==> src/source/fetch_pkg.sv <==
/*
 * shared types for the instruction fetch front end
 *   word, line and memory tag widths
 *   cache index and tag fields
 *   memory bus command and icache controller state enums
 *   memory request / reply and fetch packet structs
 */

package fetch_pkg;

	// plain vector widths
	typedef logic [31:0] addr_t;
	typedef logic [31:0] inst_t;
	// one line is one memory transfer, two instructions
	typedef logic [63:0] line_t;
	// zero means the memory did not take the request
	typedef logic [3:0]  mem_tag_t;
	// address bits 7..3
	typedef logic [4:0]  cache_index_t;
	// address bits 15..8
	typedef logic [7:0]  cache_tag_t;

	localparam int NUM_LINES = 2 ** $bits(cache_index_t);

	typedef enum logic [1:0] {
		BUS_NONE = 2'h0,
		BUS_LOAD = 2'h1
	} mem_command_t;

	typedef enum logic [1:0] {
		CTRL_IDLE      = 2'h0,
		CTRL_REQUEST   = 2'h1,
		CTRL_WAIT_DATA = 2'h2
	} ctrl_state_t;

	typedef struct packed {
		mem_command_t command;
		addr_t        addr;
	} mem_req_t;

	typedef struct packed {
		mem_tag_t response;
		mem_tag_t tag;
		line_t    data;
	} mem_reply_t;

	typedef struct packed {
		logic  valid;
		addr_t pc;
		addr_t npc;
		inst_t inst;
	} fetch_packet_t;

endpackage

==> src/source/fetch_stage.sv <==
/*
 * fetch stage, single lane
 *   program counter with redirect and stall
 *   instruction select out of the cache line
 *   registered fetch packet
 */

`timescale 1ns/100ps

module fetch_stage #(
	parameter fetch_pkg::addr_t RESET_PC = 32'h0
) (
	input  logic                     clock,
	input  logic                     reset,

	input  logic                     stall,
	input  logic                     redirect_valid,
	input  fetch_pkg::addr_t         redirect_pc,

	// from the icache controller
	input  logic                     hit,
	input  fetch_pkg::line_t         hit_line,
	output fetch_pkg::addr_t         fetch_addr,

	output fetch_pkg::fetch_packet_t fetch_packet
);

	fetch_pkg::addr_t pc;
	fetch_pkg::addr_t next_seq_pc;
	fetch_pkg::inst_t inst;

	assign fetch_addr  = pc;
	assign next_seq_pc = pc + 32'd4;

	// pc bit 2 picks the upper word of the line
	assign inst = pc[2] ? hit_line[63:32] : hit_line[31:0];

	//////////////////////////////////////////////////////////////
	// pc and packet register
	//////////////////////////////////////////////////////////////

	// priority is redirect, then stall, then advance on hit
	always_ff @(posedge clock) begin
		if (reset) begin
			pc                 <= RESET_PC;
			fetch_packet.valid <= 1'b0;
		end else if (redirect_valid) begin
			pc                 <= redirect_pc;
			fetch_packet.valid <= 1'b0;
		end else if (!stall) begin
			if (hit) begin
				pc                 <= next_seq_pc;
				fetch_packet.valid <= 1'b1;
				fetch_packet.pc    <= pc;
				fetch_packet.npc   <= next_seq_pc;
				fetch_packet.inst  <= inst;
			end else begin
				// miss, pc holds until the fill lands
				fetch_packet.valid <= 1'b0;
			end
		end
	end

endmodule

==> src/source/fetch_top.sv <==
/*
 * instruction fetch front end top level
 *   fetch stage, icache controller, icache memory
 *   tagged memory bus out to the environment
 */

`timescale 1ns/100ps

module fetch_top (
	input  logic                     clock,
	input  logic                     reset,

	input  logic                     stall,
	input  logic                     redirect_valid,
	input  fetch_pkg::addr_t         redirect_pc,

	output fetch_pkg::mem_req_t      mem_req,
	input  fetch_pkg::mem_reply_t    mem_reply,

	output fetch_pkg::fetch_packet_t fetch_packet
);

	localparam fetch_pkg::addr_t RESET_PC = 32'h0;

	// fetch stage to controller
	fetch_pkg::addr_t        fetch_addr;
	logic                    hit;
	fetch_pkg::line_t        hit_line;

	// controller to cache memory
	fetch_pkg::cache_index_t rd_index;
	fetch_pkg::cache_tag_t   rd_tag;
	fetch_pkg::line_t        rd_data;
	logic                    rd_valid;
	logic                    wr_en;
	fetch_pkg::cache_index_t wr_index;
	fetch_pkg::cache_tag_t   wr_tag;

	fetch_stage #(
		.RESET_PC(RESET_PC)
	) fetch_stage_inst (
		.clock          (clock),
		.reset          (reset),
		.stall          (stall),
		.redirect_valid (redirect_valid),
		.redirect_pc    (redirect_pc),
		.hit            (hit),
		.hit_line       (hit_line),
		.fetch_addr     (fetch_addr),
		.fetch_packet   (fetch_packet)
	);

	icache_ctrl icache_ctrl_inst (
		.clock      (clock),
		.reset      (reset),
		.fetch_addr (fetch_addr),
		.hit        (hit),
		.hit_line   (hit_line),
		.mem_req    (mem_req),
		.mem_reply  (mem_reply),
		.rd_index   (rd_index),
		.rd_tag     (rd_tag),
		.rd_data    (rd_data),
		.rd_valid   (rd_valid),
		.wr_en      (wr_en),
		.wr_index   (wr_index),
		.wr_tag     (wr_tag)
	);

	// fill data comes straight from the reply
	icache_mem icache_mem_inst (
		.clock    (clock),
		.reset    (reset),
		.rd_index (rd_index),
		.rd_tag   (rd_tag),
		.rd_data  (rd_data),
		.rd_valid (rd_valid),
		.wr_en    (wr_en),
		.wr_index (wr_index),
		.wr_tag   (wr_tag),
		.wr_data  (mem_reply.data)
	);

endmodule

==> src/source/icache_ctrl.sv <==
/*
 * instruction cache controller
 *   splits the fetch address into cache index and tag
 *   hit / miss decision for the fetch stage
 *   one outstanding line load on the tagged memory bus
 *   fill enable once the matching reply tag shows up
 */

`timescale 1ns/100ps

module icache_ctrl (
	input  logic                    clock,
	input  logic                    reset,

	// fetch stage side
	input  fetch_pkg::addr_t        fetch_addr,
	output logic                    hit,
	output fetch_pkg::line_t        hit_line,

	// memory bus
	output fetch_pkg::mem_req_t     mem_req,
	input  fetch_pkg::mem_reply_t   mem_reply,

	// cache memory lookup
	output fetch_pkg::cache_index_t rd_index,
	output fetch_pkg::cache_tag_t   rd_tag,
	input  fetch_pkg::line_t        rd_data,
	input  logic                    rd_valid,

	// cache memory fill
	output logic                    wr_en,
	output fetch_pkg::cache_index_t wr_index,
	output fetch_pkg::cache_tag_t   wr_tag
);

	fetch_pkg::ctrl_state_t state;
	fetch_pkg::ctrl_state_t next_state;
	// tag the memory handed back when it took our load
	fetch_pkg::mem_tag_t    pending_tag;
	// line aligned address of the miss being serviced
	fetch_pkg::addr_t       miss_addr;

	//////////////////////////////////////////////////////////////
	// lookup
	//////////////////////////////////////////////////////////////

	assign rd_index = fetch_addr[7:3];
	assign rd_tag   = fetch_addr[15:8];
	assign hit      = rd_valid;
	assign hit_line = rd_data;

	// fill goes to the latched miss line, not the current pc
	// so a redirect mid-miss still lands the data in the right slot
	assign wr_index = miss_addr[7:3];
	assign wr_tag   = miss_addr[15:8];

	//////////////////////////////////////////////////////////////
	// miss FSM
	//////////////////////////////////////////////////////////////

	always_comb begin
		next_state      = state;
		mem_req.command = fetch_pkg::BUS_NONE;
		mem_req.addr    = miss_addr;
		wr_en           = 1'b0;
		case (state)
			fetch_pkg::CTRL_IDLE: begin
				if (!rd_valid) begin
					next_state = fetch_pkg::CTRL_REQUEST;
				end
			end
			fetch_pkg::CTRL_REQUEST: begin
				// keep asking until memory gives a nonzero response
				mem_req.command = fetch_pkg::BUS_LOAD;
				if (mem_reply.response != '0) begin
					next_state = fetch_pkg::CTRL_WAIT_DATA;
				end
			end
			fetch_pkg::CTRL_WAIT_DATA: begin
				// foreign tags are just ignored
				if (mem_reply.tag == pending_tag) begin
					wr_en      = 1'b1;
					next_state = fetch_pkg::CTRL_IDLE;
				end
			end
			default: begin
				next_state = fetch_pkg::CTRL_IDLE;
			end
		endcase
	end

	always_ff @(posedge clock) begin
		if (reset) begin
			state       <= fetch_pkg::CTRL_IDLE;
			pending_tag <= '0;
		end else begin
			state <= next_state;
			// accept cycle, remember which tag to wait for
			if (state == fetch_pkg::CTRL_REQUEST && mem_reply.response != '0) begin
				pending_tag <= mem_reply.response;
			end
		end
	end

	// miss address captured when leaving idle
	always_ff @(posedge clock) begin
		if (state == fetch_pkg::CTRL_IDLE && !rd_valid) begin
			miss_addr <= {fetch_addr[31:3], 3'b000};
		end
	end

endmodule

==> src/source/icache_mem.sv <==
/*
 * direct mapped instruction cache storage
 *   valid bits, tag array and line array
 *   combinational tagged read, synchronous line fill
 */

`timescale 1ns/100ps

module icache_mem (
	input  logic                    clock,
	input  logic                    reset,

	// lookup side, driven from the fetch address
	input  fetch_pkg::cache_index_t rd_index,
	input  fetch_pkg::cache_tag_t   rd_tag,
	output fetch_pkg::line_t        rd_data,
	output logic                    rd_valid,

	// fill side, data comes straight off the memory bus
	input  logic                    wr_en,
	input  fetch_pkg::cache_index_t wr_index,
	input  fetch_pkg::cache_tag_t   wr_tag,
	input  fetch_pkg::line_t        wr_data
);

	logic [fetch_pkg::NUM_LINES-1:0] line_valid;
	fetch_pkg::cache_tag_t           tags  [fetch_pkg::NUM_LINES];
	fetch_pkg::line_t                lines [fetch_pkg::NUM_LINES];

	//////////////////////////////////////////////////////////////
	// read port
	//////////////////////////////////////////////////////////////

	// hit needs a valid line and a matching stored tag
	assign rd_data  = lines[rd_index];
	assign rd_valid = line_valid[rd_index] && (tags[rd_index] == rd_tag);

	//////////////////////////////////////////////////////////////
	// fill port
	//////////////////////////////////////////////////////////////

	// valid bits are control state, cleared on reset
	always_ff @(posedge clock) begin
		if (reset) begin
			line_valid <= '0;
		end else if (wr_en) begin
			line_valid[wr_index] <= 1'b1;
		end
	end

	// tag and data arrays, written only on a fill
	always_ff @(posedge clock) begin
		if (wr_en) begin
			tags[wr_index]  <= wr_tag;
			lines[wr_index] <= wr_data;
		end
	end

endmodule

==> config.mk <==
export PLATFORM = sky130hd
export DESIGN_NAME = fetch_top
export DESIGN_NICKNAME = d
export VERILOG_FILES = /design/src/source/fetch_pkg.sv /design/src/source/fetch_stage.sv /design/src/source/fetch_top.sv /design/src/source/icache_ctrl.sv /design/src/source/icache_mem.sv
export SDC_FILE = /design/constraint.sdc
export NUM_CORES = 2
export LEC_CHECK = 0
export BUFFER_PORTS_ARGS = -buffer_cell sky130_fd_sc_hd__buf_2
export CAP_MARGIN = 20
export CORE_AREA = 2 2 533 535
export CTS_CLUSTER_DIAMETER = 30
export DETAILED_ROUTE_END_ITERATION = 10
export DIE_AREA = 0 0 535 537
export GPL_TIMING_DRIVEN = 1
export PLACE_DENSITY = 0.47
export SYNTH_ARGS = -nofsm -noshare
export SYNTH_HDL_FRONTEND = slang
export SYNTH_SLANG_ARGS = --single-unit
==> constraint.sdc <==
create_clock -name clock -period 14 [get_ports clock]
set_clock_uncertainty 0.15 [all_clocks]
set_input_delay 0.7 -clock clock [delete_from_list [all_inputs] [get_ports clock]]
set_output_delay 0.7 -clock clock [all_outputs]
set_load 0.005 [all_outputs]
# After elaboration in Yosys (flattened, before gate mapping)

Memory sizes are Yosys's and may differ from the RTL's. A register that Yosys moved wholly into a read port is not among the register bits.
Cells that the tools add are included.

Add/sub/neg operators: 1
Magnitude comparators: 3
Equal/unequal tests: 8
Mux-type cells: 22
Bitwise logic cells: 4
Reduce and logical (&&, ||, !) cells: 12

Operators by type and width:

| kind                                                                                | count |
|---|---|
| 32-bit two-way mux                                                                  | 4 |
| 32-bit by 3-bit adder with 32-bit output, second input constant                     | 1 |
| 32-bit bitwise OR                                                                   | 1 |
| 5-bit two-way mux                                                                   | 4 |
| 5-bit by 6-bit less-than comparator with 1-bit output, second input constant        | 2 |
| 8-bit == test                                                                       | 1 |
| 1-bit two-way mux                                                                   | 8 |
| 2-bit two-way mux                                                                   | 3 |
| 2-bit case mux with 3 select lines                                                  | 1 |
| 1-bit binary-select mux with 5-bit select                                           | 1 |
| 1-bit demux with 5-bit select                                                       | 1 |
| 5-bit by 1-bit greater-or-equal comparator with 1-bit output, second input constant | 1 |
| 4-bit == test                                                                       | 1 |
| 1-bit logical AND                                                                   | 4 |
| 2-bit by 1-bit inequality test with 1-bit output, second input constant             | 2 |
| 2-bit inequality test, second input constant                                        | 2 |
| 4-bit AND reduction                                                                 | 1 |
| 4-bit nonzero test                                                                  | 1 |
| 1-bit inverter                                                                      | 3 |
| 3-bit AND reduction                                                                 | 1 |
| 2-bit by 1-bit == test with 1-bit output, second input constant                     | 1 |
| 2-bit == test, second input constant                                                | 1 |
| 2-bit logical NOT                                                                   | 1 |
| 2-bit AND reduction                                                                 | 1 |
| 3 further kinds                                                                     | 3 |

Register bits: 196
Memory bits (writable): 2304
Input port bits: 108
Output and inout port bits: 131
Word-level logic and storage cells: 61
Memories kept: 2

Memory list:

| name                  | depth | bits a word | rd ports | clocked after memory_dff | write ports | line             | source |
|---|---|---|---|---|---|---|---|
| icache_mem_inst.lines | 32    | 64          | 1        | 1                        | 1           | icache_mem.sv:28 | `fetch_pkg::line_t lines [fetch_pkg::NUM_LINES];` |
| icache_mem_inst.tags  | 32    | 8           | 1        | 1                        | 1           | icache_mem.sv:27 | `fetch_pkg::cache_tag_t tags [fetch_pkg::NUM_LINES];` |

# Logic depth before layout (Yosys ltp)

Word-level depth: 8
Gate-level depth with buffers: 16
Gate-level depth less buffers: 10

# Modules after synthesis

From an unflattened synthesis, not the netlist that was laid out.

Cells, all modules: 4244
Area, all modules: 96099.7 sq um

Modules (own cells, without submodules):

| module      | instances | cells each | area each (sq um) | sequential area each (sq um) |
|---|---|---|---|---|
| icache_mem  | 1         | 3640       | 88608.7           | 69827.0 |
| fetch_stage | 1         | 445        | 5606.6            | 3483.3 |
| icache_ctrl | 1         | 159        | 1884.3            | 991.0 |

# Worst setup path after synthesis

No wires, ideal clock.

Path type: register to register
Start: register with a tool-made name
End: register, netlist name fetch_stage_inst.fetch_packet[0]
Library setup time: 0.778 ns
Arrival time: 11.595 ns
Required time: 13.072 ns
Path slack: 1.477 ns
Stages on the path, launching flop included: 15
Path buffers: 7
Clock period less this slack: 12.523 ns
Cell sequence: dfxtp_1 -> buf_6 -> buf_8 -> buf_8 -> buf_4 -> buf_2 -> nor2_1 -> a221oi_1 -> nor2_1 -> o2111ai_1 -> xnor2_1 -> o2111ai_1 -> buf_4 -> buf_6 -> nor4_1

==> impl_results.md <==
- Pre-CTS setup slack: 7416 ps
- CTS Buf Count: 522
- Busiest grt layer: met2
- Number of fill cells: 24170
- Clock slew at reported path FFs: 50 ps
- Asr flop ratio synth: 0
- Mapped Area: 95340 um2
- GR Layer Usage met3: 0.03811
- Nets: 4789
- Fin. Hold Viols: 0
- RSZ-0062 raised after global routing: no
- CP endpoint kind: flop
- Clock sinks: 2503
- DR WL/cell: 30.51 um
- CTS tree: yes
- Main synth FF type: edfxtp_1
- Routability cong.: 0.7257
- Setup bufs post-CTS: 0
- Htree depth: 6
- Via Count: 46160
- Fin cells: 8839
- Yosys cell types: 66
- CP Data Arrival Time: 6840 ps
- FF+latch area: 74420 um2
- P&R area growth vs syn: 25.05%
- Most frequent cells in the layout: edfxtp_1, mux4_2, clkbuf_16, buf_2, buf_4
- Final period utilization: 0.4644
- Syn Area/Cell: 23.92 um2
- Final Total Pwr: 21.13 mW
- TNS Setup: 0 ps
- First-pass GRT wire length: 375.7 mm
- Sequential-to-total area share from yosys stat: 0.7804
- Rows: 195
- Min-Delay Path Class: primary input to flop
- Aggregate global routing overflow: 0
- Gate Count Post-Synth: 3985
- Yosys reg bits: 2503
- Multi-input gate area: 20210 um2
- Max-slew headroom: 0.2895
- Gr usage total: 0.1864
- IO Pins: 239
- CP max-delay cell: buf_4
- Setup Crit Path Kind: flop to flop
- Synth warnings: 0
- Max incr delay on CP: 800 ps
- Residual DRC: 0
- Starting DRC count in detailed routing: 4534
- Crit-path most repeated cell: buf_4
- Final Setup Violations: 0
- Initial antenna violation count: 45
- Total Wirelength: 269.7 mm
- Core Region: 281300 um2
- Die height: 537 um
- Initial Utilization: 0.3389
- CTS root buf: clkbuf_16
- Largest net degree at the start of global routing: 142
- Die area: 287300 um2
- Maximum fanout along the worst path: 44
- Critical path, cell by cell: buf_4 -> buf_4 -> mux4_2 -> nor2_1 -> a211oi_1 -> nor4_1 -> xnor2_1 -> or4_4 -> nor4_2 -> buf_4
- Port Buffers: 234
- M1 GR Usage: 0.2602
- Cell Pwr Density: 177.3 nW/um2
- EDFF count, synth: 2427
- Detailed placement HPWL: 134.5 mm
- PnR worst setup slack: 7498 ps
- Clk_lat worst skew: 890 ps
- Status: complete, no violations
- Setup crit start kind: flop
- Most common cell after layout, fill and taps aside: edfxtp_1
- Drt via density: 5.222
- Clock tree buffer depth: 4
- Fmax: 153.8 MHz
- Dpl cells: 7861
- Minimum clock period: 6502 ps
- Share of layout cells above drive strength 1: 0.3833
- First-pass iteration count of the detailed router: 5
- Slew @ Worst Pin: 1066 ps
- Die width: 535 um
- Vias in the first global route: 48040
- Slew Limit Fails: 0
- Worst vdd ir: 117.8 uV
- M2 GR Usage: 0.2963
- Worst endpoint required time: 14340 ps
- Max Cap Viol: 0
- ANT nets after route: 0
- P_leak: 37.79 nW
## final cells by class
| type | count | share of cell area |
|---|---|---|
| Timing Repair Buffer | 386 | 0.02257 |
| Tap cell | 3743 | 0.03928 |
| Inverter | 11 | 0.0003673 |
| Clock buffer | 613 | 0.1152 |
| Multi-Input combinational cell | 1256 | 0.1695 |
| Antenna cell | 17 | 0.0003568 |
| Sequential cell | 2503 | 0.6242 |
| Clock inverter | 310 | 0.02849 |
## synthesized netlist by cell type (all sizes together) (3+ instances only)
cell type  count  area share
a211oi        23      0.0018
a21oi          8     0.00042
a221oi         7     0.00064
a22oi         11     0.00087
and2          11     0.00072
and3           6     0.00039
buf          115      0.0061
clkbuf       103      0.0041
dfxtp         76       0.016
edfxtp      2427        0.76
inv           11     0.00043
mux2          15      0.0019
mux2i         39      0.0041
mux4         730        0.17
nand2         53      0.0021
nand2b        10     0.00066
nand3         17     0.00089
nand3b         7     0.00055
nand4          6     0.00039
nor2         131      0.0052
nor2b         10     0.00066
nor3           6     0.00043
nor3b          8     0.00063
nor4          27      0.0030
nor4b          6     0.00055
o2111ai        3     0.00028
o211ai         9     0.00071
o21ai          3     0.00016
o21ba          8     0.00084
o22ai          6     0.00039
o31a           4     0.00037
o41ai          3     0.00028
or3            3     0.00020
or4            3     0.00028
xnor2         48      0.0044
xor2           8     0.00073
## kinds of logic after synthesis
kind of cell | after synthesis | share of synthesized area
AO/OA/AOI/OAI | 99 | 0.008032
adder cells (fa/ha/maj) | 1 | 0.0001312
multiplexers | 784 | 0.1784
other | 1 | 0.00003933
buffers and inverters | 229 | 0.01055
flip-flops | 2503 | 0.7804
AND/OR/NAND/NOR | 312 | 0.01734
XOR/XNOR | 56 | 0.005144
## where the power goes
group	total [mW]	switching [mW]	internal, mW
Sequential	8.36	0.0580	8.30
Combinational	0.828	0.456	0.371
Clock	11.9	3.93	8.02
## metal layers
metal	share of wire	vias to the layer above	wire length, um
li1	-	18710	-
met1	0.44	25460	118600
met2	0.48	1523	128700
met3	0.061	437	16450
met4	0.022	20	5807
met5	0.00052	-	140
## sequential cells by signal, summed over array words and instances (netlist names), named ones only
| name | count |
|---|---|
| icache_mem_inst.lines | 2048 |
| icache_mem_inst.tags | 256 |
| icache_ctrl_inst.state | 2 |
| fetch_stage_inst.fetch_packet | 95 |
| icache_mem_inst.line_valid | 32 |
| fetch_stage_inst.fetch_addr | 32 |
| icache_ctrl_inst.pending_tag | 4 |
| icache_ctrl_inst.miss_addr | 29 |
## repair_timing
action / in CTS / in global routing
resized for setup: 0 / 0
setup endpoints to repair: 0 / 0
hold buffers: 32 / 0
endpoints found under the hold margin: 34 / 0
## through the flow
step / util / hold slack, ps / cell area (um2)
floorplan: - / 257.6 / 95350
global placement: 0.3606 / 268.7 / 101500
detailed placement: 0.3611 / 265.8 / 101600
CTS: 0.4231 / 2.207 / 119000
global route: 0.4237 / 41.90 / 119200
finish: 0.4238 / 67.81 / 119200
## final timing paths
kind                             startpoint                                end  slack, ps  depth (start not counted)
min                          redirect_pc[7]                               flop         70                          3
min reg2reg  fetch_stage_inst.fetch_addr[1]  fetch_stage_inst.fetch_packet[33]        280                          0
max reg2reg                            flop   fetch_stage_inst.fetch_packet[3]       7500                         10
max                                    flop   fetch_stage_inst.fetch_packet[3]       7500                         10
## critical path, delay by kind of cell, from the launching register on
kind / cells / cell delay [ps]
compound gates: 1 / 60
mux: 1 / 600
buf+inv: 3 / 2300
xor+xnor: 1 / 130
flops: 1 / 700
simple gates: 4 / 1760
Power figures use the tool's default switching activity.
